**src/hw/ahb_config.svh**
```systemverilog
// AHB subsystem build-time configuration for bus widths, slave count and address map
`ifndef AHB_CONFIG_SVH
`define AHB_CONFIG_SVH

// ==============================
// Bus widths
// ==============================
`define AHB_ADDR_WIDTH 32
`define AHB_DATA_WIDTH 32

// Mapped slaves, default slave excluded
`define AHB_SLAVE_NUM 2

// ==============================
// Address map, inclusive bounds
// ==============================
`define PERI0_LOW  32'h0001_0000
`define PERI0_HIGH 32'h0001_001C
`define PERI1_LOW  32'h0002_0000
`define PERI1_HIGH 32'h0002_001C

// Word registers in each bank
`define PERI_REG_NUM 8

`endif

```
**src/hw/ahb_pkg.sv**
```systemverilog
// AHB subsystem types for bus vectors, transfer encodings and phase structs
`default_nettype none
`include "ahb_config.svh"

package ahb_pkg;

  // Plain bus vectors
  typedef logic [`AHB_ADDR_WIDTH-1:0] haddr_t;
  typedef logic [`AHB_DATA_WIDTH-1:0] hdata_t;
  // One select bit per mapped slave
  typedef logic [`AHB_SLAVE_NUM-1:0]  slave_sel_t;

  // AHB transfer type encodings
  typedef enum logic [1:0] {
    IDLE   = 2'b00,
    BUSY   = 2'b01,
    NONSEQ = 2'b10,
    SEQ    = 2'b11
  } htrans_e;

  // Default slave FSM
  typedef enum logic [1:0] {
    DS_OKAY     = 2'b00,
    DS_ERR_WAIT = 2'b01,
    DS_ERR_LAST = 2'b10
  } dslv_state_e;

  // Address phase from the master
  typedef struct packed {
    haddr_t  haddr;
    htrans_e htrans;
    logic    hwrite;
  } ahb_addr_t;

  // Data phase response from a slave
  typedef struct packed {
    hdata_t hrdata;
    logic   hready_out;
    logic   hresp;
  } ahb_resp_t;

endpackage

`default_nettype wire

```
**src/hw/ahb_decoder.sv**
```systemverilog
// AHB address decoder matching haddr against inclusive slave windows
`timescale 1ns/1ps
`default_nettype none
`include "ahb_config.svh"

module ahb_decoder (
  input  ahb_pkg::ahb_addr_t  addr_phase,
  output ahb_pkg::slave_sel_t hsel,
  output logic                default_sel
);

  // ==============================
  // Address map
  // ==============================
  // Index 0 is bank 0, index 1 is bank 1
  localparam ahb_pkg::haddr_t low_addr [`AHB_SLAVE_NUM] = '{`PERI0_LOW, `PERI1_LOW};
  localparam ahb_pkg::haddr_t high_addr [`AHB_SLAVE_NUM] = '{`PERI0_HIGH, `PERI1_HIGH};

  ahb_pkg::slave_sel_t slave_detect;
  logic                active;

  // ==============================
  // Window compare
  // ==============================
  genvar i;
  generate
    for (i = 0; i < `AHB_SLAVE_NUM; i++) begin : g_window
      // Both bounds inclusive
      assign slave_detect[i] = (addr_phase.haddr >= low_addr[i]) &&
                               (addr_phase.haddr <= high_addr[i]);
    end
  endgenerate

  // Only NONSEQ and SEQ request a slave
  // IDLE and BUSY get the zero-wait OKAY instead
  assign active = (addr_phase.htrans == ahb_pkg::NONSEQ) ||
                  (addr_phase.htrans == ahb_pkg::SEQ);

  assign hsel = active ? slave_detect : '0;

  // Active transfer into a hole in the map
  assign default_sel = active && !(|slave_detect);

  // ==============================
  // Checks
  // ==============================
  // Windows must not overlap, and the default slave never shares a transfer
  always_comb begin
    assert ($onehot0(hsel))
      else $error("decoder: overlapping windows, hsel=%b", hsel);
    assert (!(default_sel && (|hsel)))
      else $error("decoder: default_sel together with hsel=%b", hsel);
  end

endmodule

`default_nettype wire

```
**src/hw/ahb_periph_regs.sv**
```systemverilog
// AHB peripheral bank of word-wide read/write registers with zero wait states
`timescale 1ns/1ps
`default_nettype none
`include "ahb_config.svh"

module ahb_periph_regs (
  input  logic               hclk,
  input  logic               arst_n,
  input  ahb_pkg::ahb_addr_t addr_phase,
  input  logic               hsel,
  input  logic               hready,
  input  ahb_pkg::hdata_t    hwdata,
  output ahb_pkg::ahb_resp_t resp
);

  // Word index width, taken from haddr above the byte offset
  localparam int idx_w = $clog2(`PERI_REG_NUM);

  ahb_pkg::hdata_t  regs [`PERI_REG_NUM];

  // Data phase state
  logic             dp_valid;
  logic             dp_write;
  logic [idx_w-1:0] dp_idx;

  logic             wr_en;
  logic             rd_en;

  // ==============================
  // Address phase capture
  // ==============================
  always_ff @(posedge hclk or negedge arst_n) begin
    if (!arst_n) begin
      dp_valid <= 1'b0;
      dp_write <= 1'b0;
    end else if (hready) begin
      // Cleared when the completing address phase is not ours
      dp_valid <= hsel;
      dp_write <= hsel && addr_phase.hwrite;
    end
  end

  // Word index, payload only
  always_ff @(posedge hclk) begin
    if (hsel && hready) begin
      dp_idx <= addr_phase.haddr[idx_w+1:2];
    end
  end

  // ==============================
  // Data phase
  // ==============================
  assign wr_en = dp_valid && dp_write;
  assign rd_en = dp_valid && !dp_write;

  // hwdata lands at the edge that ends the data phase
  always_ff @(posedge hclk or negedge arst_n) begin
    if (!arst_n) begin
      for (int r = 0; r < `PERI_REG_NUM; r++) begin
        regs[r] <= '0;
      end
    end else if (wr_en) begin
      regs[dp_idx] <= hwdata;
    end
  end

  // Read data straight from the array in N+1
  assign resp.hrdata     = rd_en ? regs[dp_idx] : '0;
  // Zero wait states, never an error
  assign resp.hready_out = 1'b1;
  assign resp.hresp      = 1'b0;

  // Index must stay inside the bank for any accepted transfer
  a_idx_range : assert property (
    @(posedge hclk) disable iff (!arst_n)
    dp_valid |-> (int'(dp_idx) < `PERI_REG_NUM)
  ) else $error("periph regs: index %0d out of range", dp_idx);

endmodule

`default_nettype wire

```
**src/hw/ahb_default_slave.sv**
```systemverilog
// AHB default slave answering unmapped transfers with the two-cycle ERROR response
`timescale 1ns/1ps
`default_nettype none

module ahb_default_slave (
  input  logic               hclk,
  input  logic               arst_n,
  input  logic               default_sel,
  input  logic               hready,
  output ahb_pkg::ahb_resp_t resp
);

  ahb_pkg::dslv_state_e state;
  ahb_pkg::dslv_state_e state_nxt;
  logic                 err_req;

  // Unmapped address phase accepted this cycle
  assign err_req = default_sel && hready;

  // ==============================
  // FSM
  // ==============================
  always_comb begin
    state_nxt = state;
    case (state)
      ahb_pkg::DS_OKAY:     if (err_req) state_nxt = ahb_pkg::DS_ERR_WAIT;
      // Second error cycle always follows
      ahb_pkg::DS_ERR_WAIT: state_nxt = ahb_pkg::DS_ERR_LAST;
      // Back-to-back errors skip DS_OKAY
      ahb_pkg::DS_ERR_LAST: state_nxt = err_req ? ahb_pkg::DS_ERR_WAIT : ahb_pkg::DS_OKAY;
      default:              state_nxt = ahb_pkg::DS_OKAY;
    endcase
  end

  always_ff @(posedge hclk or negedge arst_n) begin
    if (!arst_n) begin
      state <= ahb_pkg::DS_OKAY;
    end else begin
      state <= state_nxt;
    end
  end

  // ==============================
  // Response
  // ==============================
  // Wait state only in the first error cycle
  assign resp.hready_out = (state != ahb_pkg::DS_ERR_WAIT);
  // ERROR held across both cycles
  assign resp.hresp      = (state != ahb_pkg::DS_OKAY);
  // No readable data here
  assign resp.hrdata     = '0;

  // First error cycle must lead into the second
  a_err_two_cycle : assert property (
    @(posedge hclk) disable iff (!arst_n)
    (state == ahb_pkg::DS_ERR_WAIT) |=> (state == ahb_pkg::DS_ERR_LAST)
  ) else $error("default slave: DS_ERR_WAIT not followed by DS_ERR_LAST");

endmodule

`default_nettype wire

```
**src/hw/ahb_resp_mux.sv**
```systemverilog
// AHB response multiplexer steering the data-phase owner back to the master
`timescale 1ns/1ps
`default_nettype none

module ahb_resp_mux (
  input  logic                hclk,
  input  logic                arst_n,
  input  ahb_pkg::slave_sel_t hsel,
  input  logic                default_sel,
  input  ahb_pkg::ahb_resp_t  peri0_resp,
  input  ahb_pkg::ahb_resp_t  peri1_resp,
  input  ahb_pkg::ahb_resp_t  dflt_resp,
  output ahb_pkg::ahb_resp_t  resp
);

  // Data phase owner
  typedef enum logic [1:0] {
    OWN_NONE  = 2'b00,
    OWN_PERI0 = 2'b01,
    OWN_PERI1 = 2'b10,
    OWN_DFLT  = 2'b11
  } owner_e;

  owner_e owner;
  owner_e owner_nxt;

  // ==============================
  // Owner select
  // ==============================
  // Decoder guarantees at most one select
  always_comb begin
    if (default_sel)  owner_nxt = OWN_DFLT;
    else if (hsel[0]) owner_nxt = OWN_PERI0;
    else if (hsel[1]) owner_nxt = OWN_PERI1;
    else              owner_nxt = OWN_NONE;
  end

  // Advance only when the current data phase completes
  always_ff @(posedge hclk or negedge arst_n) begin
    if (!arst_n) begin
      owner <= OWN_NONE;
    end else if (resp.hready_out) begin
      owner <= owner_nxt;
    end
  end

  // ==============================
  // Response path
  // ==============================
  always_comb begin
    case (owner)
      OWN_PERI0: resp = peri0_resp;
      OWN_PERI1: resp = peri1_resp;
      OWN_DFLT:  resp = dflt_resp;
      // Idle OKAY with zero data
      default:   resp = '{hrdata: '0, hready_out: 1'b1, hresp: 1'b0};
    endcase
  end

  // Bus hready must always be resolved for the master
  a_hready_known : assert property (
    @(posedge hclk) disable iff (!arst_n)
    !$isunknown(resp.hready_out)
  ) else $error("resp mux: hready_out unknown");

endmodule

`default_nettype wire

```
**src/hw/ahb_subsystem_top.sv**
```systemverilog
// AHB subsystem top joining the decoder, two register banks, default slave and response mux
`timescale 1ns/1ps
`default_nettype none

module ahb_subsystem_top (
  input  logic               hclk,
  input  logic               arst_n,
  input  ahb_pkg::ahb_addr_t addr_phase,
  input  ahb_pkg::hdata_t    hwdata,
  output ahb_pkg::ahb_resp_t resp
);

  // Decode results
  ahb_pkg::slave_sel_t hsel;
  logic                default_sel;

  // Per-slave responses
  ahb_pkg::ahb_resp_t  peri0_resp;
  ahb_pkg::ahb_resp_t  peri1_resp;
  ahb_pkg::ahb_resp_t  dflt_resp;

  // Bus hready fed back to all slaves
  logic                hready;
  assign hready = resp.hready_out;

  // ==============================
  // Address decode
  // ==============================
  ahb_decoder u_decoder (
    .addr_phase  (addr_phase),
    .hsel        (hsel),
    .default_sel (default_sel)
  );

  // ==============================
  // Slaves
  // ==============================
  ahb_periph_regs u_peri0 (
    .hclk       (hclk),
    .arst_n     (arst_n),
    .addr_phase (addr_phase),
    .hsel       (hsel[0]),
    .hready     (hready),
    .hwdata     (hwdata),
    .resp       (peri0_resp)
  );

  ahb_periph_regs u_peri1 (
    .hclk       (hclk),
    .arst_n     (arst_n),
    .addr_phase (addr_phase),
    .hsel       (hsel[1]),
    .hready     (hready),
    .hwdata     (hwdata),
    .resp       (peri1_resp)
  );

  ahb_default_slave u_default_slave (
    .hclk        (hclk),
    .arst_n      (arst_n),
    .default_sel (default_sel),
    .hready      (hready),
    .resp        (dflt_resp)
  );

  // Data phase return path
  ahb_resp_mux u_resp_mux (
    .hclk        (hclk),
    .arst_n      (arst_n),
    .hsel        (hsel),
    .default_sel (default_sel),
    .peri0_resp  (peri0_resp),
    .peri1_resp  (peri1_resp),
    .dflt_resp   (dflt_resp),
    .resp        (resp)
  );

endmodule

`default_nettype wire

```
**config.mk**
```make
export PLATFORM = sky130hd
export DESIGN_NAME = ahb_subsystem_top
export DESIGN_NICKNAME = d
export VERILOG_FILES = /design/src/hw/ahb_pkg.sv /design/src/hw/ahb_decoder.sv /design/src/hw/ahb_periph_regs.sv /design/src/hw/ahb_default_slave.sv /design/src/hw/ahb_resp_mux.sv /design/src/hw/ahb_subsystem_top.sv
export VERILOG_INCLUDE_DIRS = /design/src /design/src/hw
export SDC_FILE = /design/constraint.sdc
export NUM_CORES = 1
export LEC_CHECK = 0
export BUFFER_PORTS_ARGS = -buffer_cell sky130_fd_sc_hd__buf_2
export CAP_MARGIN = 5
export CELL_PAD_IN_SITES_DETAIL_PLACEMENT = 0
export CELL_PAD_IN_SITES_GLOBAL_PLACEMENT = 1
export CORE_MARGIN = 3
export CORE_UTILIZATION = 56
export CTS_CLUSTER_SIZE = 30
export DETAILED_ROUTE_END_ITERATION = 8
export PLACE_DENSITY_LB_ADDON = 0.1
export SKIP_LAST_GASP = 1
export SYNTH_ARGS = -nofsm -noshare
export SYNTH_HDL_FRONTEND = slang
export SYNTH_SLANG_ARGS = --single-unit
```
**constraint.sdc**
```tcl
create_clock -name hclk -period 6 [get_ports hclk]
set_clock_uncertainty 0.15 [all_clocks]
set_input_delay 1.2 -clock hclk [delete_from_list [all_inputs] [get_ports hclk]]
set_output_delay 1.2 -clock hclk [all_outputs]
set_load 0.01 [all_outputs]
```
After elaboration in Yosys (flattened, before gate mapping):

Index checks and enable logic that the tools add are counted.

* memories kept: 0
* output and inout bits: 34
* bits in latches: 0
* memory bits (read-only): 0
* bits in registers: 526
* input bits: 69
* memory bits (writable): 0

* $add $sub $neg: 0
* reduce and logical (&&, ||, !) cells: 21
* equal/unequal tests: 9
* order comparisons: 8
* shifts and indexed selects: 0
* $mul: 0
* multiplexer cells: 22
* divide/modulo/power cells: 0
* bitwise logic cells: 2

Operators by type and width (number)
* bitwise mux 256 bit: 2
* two-way mux 32 bit: 8
* binary-select mux 32 bit (select 3 bit): 2
* demux 32 bit (select 3 bit): 2
* case mux 34 bit (3 select lines): 1
* greater-or-equal comparator 32 x 17 -> 1 bit, second input constant: 1
* greater-or-equal comparator 32 x 18 -> 1 bit, second input constant: 1
* less-or-equal comparator 32 x 17 -> 1 bit, second input constant: 1
* less-or-equal comparator 32 x 18 -> 1 bit, second input constant: 1
* logical AND 1 bit: 14
* equality test 2 bit, second input constant: 5
* two-way mux 2 bit: 5
* greater-or-equal comparator 4 bit, second input constant: 2
* less-than comparator 4 x 1 -> 1 bit, second input constant: 2
* inverter 3 -> 4 bit: 2
* case mux 2 bit (3 select lines): 1
* equality test 2 x 1 -> 1 bit, second input constant: 2
* inequality test 2 x 1 -> 1 bit, second input constant: 2
* zero test 1 bit: 3
* zero test 2 bit: 1
* nonzero test 2 bit: 1
* OR reduction 2 bit: 1
* logical OR 1 bit: 1
* two-way mux 1 bit: 1

Depth between registers and ports, before layout:

Gate-level depths: netlist of the first run.

* word-level depth: 9
* gate-level depth with buffers: 8

Cells and area by module:

Synthesis of the first run repeated with hierarchy kept, for this count alone.

* cell total of the unflattened synthesis: 2006
* area total of the unflattened synthesis: 26037.5 um^2

By module, submodules not included
* ahb_periph_regs: times used 2, cells each 929, area an instance 12288.0 um^2
* ahb_resp_mux: times used 1, cells each 93, area an instance 1008.5 um^2
* ahb_default_slave: times used 1, cells each 39, area an instance 324.1 um^2
* ahb_decoder: times used 1, cells each 16, area an instance 128.9 um^2

Least setup slack after synthesis of the first run:

No wires, ideal clock.

* kind: register to output
* start point: register u_peri0.dp_idx[0]
* end point: output port resp[24] (netlist bit)
* slack: 3.133 ns
* cell stages (with the launch flop): 6
* arrival: 1.517 ns
* path buffers: 2
* path through: edfxtp_1 buf_6 buf_2 mux4_2 mux2i_1 o22ai_1

RTL lines
* start: declaration: line ahb_periph_regs.sv:24 `logic [idx_w-1:0] dp_idx;`
* start signal: assignment: line ahb_periph_regs.sv:46 `dp_idx <= addr_phase.haddr[idx_w+1:2];`
* end: declaration: line ahb_subsystem_top.sv:10 `output ahb_pkg::ahb_resp_t resp`

==> results.cfg, run 1 <==
[timing]
hold_ws_ps = 306.9
rsz0062_at_grt = false
max_slew_margin_pct = 19.59
period_minus_slack_ps = 4876
hold_violations = 0
final_max_slew_viol_count = 0
fin_crit_sh_pct = 81.27
clock.fmax_mhz = 205.1
setup_tns_ps = 0
setup_slack_ps = 1124
worst_slew_pin_slew_ps = 1203
setup_viol = 0

[synth]
synth-async-reset-ratio_pct = 98.86
ys_ff_latch = 526
synth_area_per_cell_sq_um = 14.52
synth_top_area_share_pct = 53.76
synth_ff_type = dfrtp_1
synth_nets = 1736
synth_edf_count = 6
synthTopCellsByCount = 520 x dfrtp_1, 513 x mux2_2, 60 x buf_4, 55 x mux2i_1, 50 x mux4_2
synth_area_leaders = dfrtp_1 54%, mux2_2 24%, mux4_2 4.7%
synth.most_common_cell = dfrtp_1
synth-seq-area-share_pct = 54.51
synth_cells = 1667
synth_cell_types = 52
ys_warn_count = 0
synth_area_leader_cell = dfrtp_1
syn_area_sq_um = 24200

[finish]
ff_latch_area_sq_um = 13190
multi_input_area_sq_um = 10220
nNetsFinal = 1781
fillCellCount = 3203
fin_cells = 2336
syn_to_final_growth_pct = 10.87
postLayoutCellArea_sq_um = 26830
drive_above_1_share_pct = 46.64

[setup_path]
worstPathMaxFanout = 64
max_stage_delay_ps = 920
cp_cell_sequence = buf_12 > nor2_1 > a221oi_1 > a21oi_1 > a221oi_1 > o22ai_1 > buf_2
cpMaxStageDelayCell = edfxtp_1
cp_common_cell = a221oi_1
crit_start = u_peri0.dp_idx[1]$_DFFE_PP_
reg2reg_slack_ps = 2240
path_buf_inv = 2
end_kind = output port
r2r-end = u_peri0.regs[174]$_DFFE_PN0P_
crit_family = compound AO/OA/AOI/OAI gates
worst_setup_path_start_kind = flip-flop
critical_path_arrival_ps = 3530
worstPathRequired_ps = 4650
reg2reg_from = u_peri0.dp_idx[1]$_DFFE_PP_
reg2reg_depth = 5
critPathKind = reg2out

[global_route]
antenna_found_initial = 6
grt_max_degree = 157
grt_pass1_wl_mm = 97.46
grt_overflow = 0
track_usage_pct = 28.85
grt_pass1_vias = 15200

[drt]
vias_per_cell = 6.336
drt_iter0_drc = 1287
firstDrtPassIters = 5
wl_per_cell_um = 27.70
totalWireLength_mm = 64.71
drtAntennaViolNets = 0
vias = 14800
drcViolationCount = 0

[placed_design]
placed_cell_area_sq_um = 25020
dp_worst_setup_slack_ps = 1719
dp.cells = 2233
io_buffers = 101
dp_hpwl_mm = 38.60
place.gp.congestion = 0.7796

[clock_tree]
cts-root-buf = clkbuf_16
cts_tree = done
clkTransAtPathRegs_ps = 60
cts_buffer_depth = 3
clock_sinks = 526
hold_buffers = 0
clk_latency_ps = 600
cts_buffers = 54
cts_setup_buffers = 0
htreeDepth = 2
cts_resized = 0

[floorplanning]
pin_count = 103
rows = 75
die_y_um = 213.9
initial_core_util_pct = 57.19
design.core.area_sq_um = 42320
die_area_sq_um = 45750
die_w_um = 213.9

[min_path]
hp-class = reg2reg
hold_path_depth = 1
hold_end = u_default_slave.state[1]$_DFFE_PN0P_
min_from = u_default_slave.state[1]$_DFFE_PN0P_

[power_and_ir_drop]
ir_worst_vdd_mv = 0.2525
leakage_uw = 0.01305
power.density_nw_per_um2 = 265.0

[flow_run]
cap_violations = 0

[outcome]
status = completed
==> logic make-up (layout without fill, tap and decap cells) <==
group                  after synthesis  after routing  synth area share (%)
multiplexers                       650            650                 32.30
flip-flops                         526            526                 54.51
AO/OA/AOI/OAI                      218            218                 6.405
buffers and inverters              151            240                 3.743
AND/OR/NAND/NOR                    122            122                 3.045
other                                0              3                     0
==> cells in the final DEF (no fill, tap or decap), types with 5 or more instances in the layout <==
master / count
dfrtp_1: 520
mux2_2: 513
buf_2: 100
mux2i_1: 55
clkbuf_16: 55
mux4_2: 50
a22oi_1: 46
a21oi_1: 43
o22ai_1: 37
a221oi_1: 36
mux2_1: 31
buf_4: 30
nor2_1: 26
nand2_1: 19
clkbuf_8: 17
o21ai_0: 15
nor2b_1: 14
clkbuf_1: 14
nor2_4: 12
a22o_1: 11
clkinv_2: 7
buf_12: 7
o211ai_1: 6
edfxtp_1: 6
nand2b_1: 5
nand3_1: 5
nor4_1: 5
==> routing by layer <==
layer  GRT usage, %  vias up  part of all wire, %
met5              0        -                0.057
met4          7.589        6                  2.5
met3          5.618       98                  6.1
met2          45.12      381                   46
met1          41.97     8004                   45
li1               -     6313                    -
==> worst register-to-register path, stage by stage (launching register included) <==
cell      delay [ps]
edfxtp_1         920
buf_12           430
nand2b_1         420
nor2_4           890
buf_4            450
mux2_2           390
==> stage by stage <==
stage	power (uW)	utilization, %
after floorplan	3651	-
after global placement	3771	59.12
after detailed placement	3776	59.12
after CTS	7178	63.39
after global routing	7350	63.39
final	7110	63.41
==> sequential cells by signal, summed over array words and instances (netlist names) <==
signal                 cells
u_peri0.dp_valid           1
u_default_slave.state      2
u_peri1.regs             256
u_resp_mux.owner           2
u_peri0.dp_write           1
u_peri1.dp_write           1
u_peri1.dp_valid           1
u_peri0.dp_idx             3
u_peri0.regs             256
u_peri1.dp_idx             3
==> worst max path at each step <==
stage | endpoint | cells past startpoint
after floorplan | resp[24] | 5
after detailed placement | resp[28] | 7
after CTS | resp[28] | 7
after global placement | resp[28] | 7
final | resp[28] | 7
after global routing | resp[28] | 7
==> layout make-up <==
class | count | share of cell area [%]
Tap cell | 577 | 2.690
Clock buffer | 86 | 6.197
Timing Repair Buffer | 138 | 3.283
Clock inverter | 14 | 0.5409
Multi-Input combinational cell | 990 | 38.07
Antenna cell | 3 | 0.02798
Sequential cell | 526 | 49.16
Inverter | 2 | 0.02798
==> report_power, final <==
part           internal (uW)  total [uW]  switching, uW  leakage, uW
clock network           2020        3400           1380     0.000896
logic                   27.2         152            125      0.00485
registers               3560        3560           1.92      0.00731
total                   5600        7110           1510       0.0131
No activity file was read; power rests on OpenSTA's default activity.
==> run 2: changes to the inputs <==
--- a/config.mk
+++ b/config.mk
@@ -6,12 +6,13 @@
 export SDC_FILE = /design/constraint.sdc
 export NUM_CORES = 1
 export LEC_CHECK = 0
+export ABC_AREA = 1
 export BUFFER_PORTS_ARGS = -buffer_cell sky130_fd_sc_hd__buf_2
 export CAP_MARGIN = 5
 export CELL_PAD_IN_SITES_DETAIL_PLACEMENT = 0
 export CELL_PAD_IN_SITES_GLOBAL_PLACEMENT = 1
 export CORE_MARGIN = 3
-export CORE_UTILIZATION = 56
+export CORE_UTILIZATION = 42
 export CTS_CLUSTER_SIZE = 30
 export DETAILED_ROUTE_END_ITERATION = 8
 export PLACE_DENSITY_LB_ADDON = 0.1
==> constraint.sdc (replaced) <==
create_clock -name hclk -period 4.2 [get_ports hclk]
set_clock_uncertainty 0.15 [all_clocks]
set_input_delay 0.84 -clock hclk [delete_from_list [all_inputs] [get_ports hclk]]
set_output_delay 0.84 -clock hclk [all_outputs]
set_load 0.01 [all_outputs]
==> run 2 against run 1 <==
  * Via count grew 41%
  * Routed wire length grew 23%
  * Final cell count grew 70%
  * Global-route usage shrank 2.0 points
  * Worst setup slack lost 970 ps
  * Cell area grew 2.4%
  * Clock-buffer cell count grew 4
  * Clock power grew 54%
  * Core utilization shrank 15 points
  * Critical path depth grew 3
  * Sequential power grew 44%
  * Critical path type unchanged
  * Highest routed layer unchanged
==> results.cfg, run 2 <==
[min_path]
hp-class = in2async

[finish]
layout_common_cells = 1268 x nand2_1, 599 x o21ai_0, 520 x dfrtp_1
fin_cells = 3974
reg_top3 = u_peri0.regs x256, u_peri1.regs x256
layout_commonest_cell = nand2_1
nNetsFinal = 3238
fillCellCount = 5618
syn_to_final_growth_pct = 13.62
drive_above_1_share_pct = 9.201

[drt]
drtAntennaViolNets = 0
wl_per_cell_um = 20.05
vias = 20810
totalWireLength_mm = 79.66
firstDrtPassIters = 5
drt_iter0_drc = 1955
drcViolationCount = 0
vias_per_cell = 5.236

[clock_tree]
clk_latency_ps = 610
hold_buffers = 0
cts_buffer_depth = 3
cts-root-buf = clkbuf_16
cts_tree = done
cts_resized = 0
clock_sinks = 526
clkTransAtPathRegs_ps = 60
htreeDepth = 2
cts_setup_buffers = 0
cts_buffers = 59

[global_route]
grt_pass1_vias = 19730
grt_max_degree = 105
grt_pass1_wl_mm = 122.6
antenna_found_initial = 5
grt_overflow = 0
track_usage_pct = 26.84

[floorplanning]
initial_core_util_pct = 42.63
die_y_um = 245.9
pin_count = 103
rows = 87
design.core.area_sq_um = 56710
die_w_um = 245.9
die_area_sq_um = 60480

[synth]
synth_nets = 3189
synth_edf_count = 6
synth_area_leaders = dfrtp_1 54%, nand2_1 20%, o21ai_0 12%
synthTopCellsByCount = 1271 x nand2_1, 599 x o21ai_0, 520 x dfrtp_1, 241 x inv_1, 116 x o21ai_1
synth_top_area_share_pct = 53.82
ys_ff_latch = 526
ys_warn_count = 0
synth-seq-area-share_pct = 54.56
synth_cell_types = 27
synth-async-reset-ratio_pct = 98.86
synth_area_leader_cell = dfrtp_1
synth_area_per_cell_sq_um = 7.749
synth_ff_type = dfrtp_1
synth.most_common_cell = nand2_1
synth_cells = 3120
syn_area_sq_um = 24180

[power_and_ir_drop]
power.density_nw_per_um2 = 388.1
leakage_uw = 0.01430
ir_worst_vdd_mv = 0.3106

[placed_design]
io_buffers = 101
place.gp.congestion = 0.8024
dp.cells = 3864
dp_hpwl_mm = 48.37

[timing]
setup_tns_ps = 0
period_minus_slack_ps = 4042
setup_viol = 0
clock.fmax_mhz = 247.4
final_max_slew_viol_count = 0
rsz0062_at_grt = false
hold_violations = 0
max_slew_margin_pct = 39.39
fin_crit_sh_pct = 96.24
worst_slew_pin_slew_ps = 909.1

[setup_path]
path_buf_inv = 3
critPathKind = reg2out
worst_setup_path_start_kind = flip-flop
end_kind = output port
critical_path_arrival_ps = 3050
worstPathRequired_ps = 3210
worstPathMaxFanout = 17
cp_cell_sequence = buf_4 > nand2_1 > inv_2 > nand2_1 > nand2_1 > nor2_1 > nand2_1 > nand2_1 > nand2_1 > buf_2
cp_common_cell = nand2_1
crit_family = buffers and inverters
cpMaxStageDelayCell = edfxtp_1
max_stage_delay_ps = 640

[outcome]
status = completed

[flow_run]
cap_violations = 0
[run 2: cell type report]
type                            count  area, sq um  area share (%)
Inverter                          256        965.9           3.516
Multi-Input combinational cell   2162         9236           33.62
Timing Repair Buffer              164         1151           4.190
Clock inverter                     19        200.2          0.7288
Antenna cell                        1        2.502        0.009110
Tap cell                          756        945.9           3.443
Clock buffer                       90         1775           6.463
Sequential cell                   526        13190           48.03
[run 2: worst paths after layout]
path | from | to | slack (ps) | cells after the start
hold reg to reg | u_default_slave.state[0]$_DFFE_PN0P_ | u_default_slave.state[0]$_DFFE_PN0P_ | 300 | 1
min in group hclk | u_default_slave.state[0]$_DFFE_PN0P_ | u_default_slave.state[0]$_DFFE_PN0P_ | 300 | 1
setup / recovery | u_peri0.dp_idx[0]$_DFFE_PP_ | resp[21] | 160 | 10
hold / removal | arst_n | u_peri0.regs[226]$_DFFE_PN0P_ | 150 | 1
max in group asynchronous | arst_n | u_peri1.regs[89]$_DFFE_PN0P_ | 2740 | 2
setup reg to reg | u_peri0.dp_idx[0]$_DFFE_PP_ | u_peri0.regs[199]$_DFFE_PN0P_ | 1070 | 7
[run 2: per-layer routing]
metal,wire (um),GRT usage (%),vias to the layer above
met5,11,0,-
met4,1749,6.600,2
met3,4427,3.086,122
met2,36130,43.17,657
met1,37340,38.85,10090
li1,-,-,9937
[run 2: through the flow]
step | total power [uW] | util, % | instance area [sq um] | setup slack, ps | hold slack (ps)
floorplan | 5295 | - | 24180 | 1838 | 274.1
global placement | 5520 | 44.95 | 25490 | 808.0 | 289.2
detailed placement | 5527 | 44.95 | 25490 | 806.8 | 297.2
CTS | 10800 | 48.43 | 27470 | 137.6 | 169.1
global route | 11040 | 48.43 | 27470 | 53.06 | 217.7
finish | 10660 | 48.44 | 27470 | 158.0 | 150.2
[run 2: cell families (layout without fill, tap and decap cells)]
logic type      Yosys count  count (layout)  synth area share, %
flops                   526             526                54.56
simple gates           1397            1397                22.23
buf+inv                 432             529                7.369
compound gates          765             765                15.84
other cells               0               1                    0
[run 2: report_power, final]
part           switching, uW  leakage (uW)  internal [uW]
Sequential              17.3       0.00509           5110
Clock                   2100      0.000978           3140
Combinational            233       0.00823           63.6
[run 2: worst reg2reg max path, delay by kind of cell, from the launching register on]
kind | cells | cell delay (ps)
AOI/OAI and AO/OA | 1 | 70
buffers and inverters | 3 | 1310
and+or+nand+nor | 3 | 810
DFF | 1 | 640
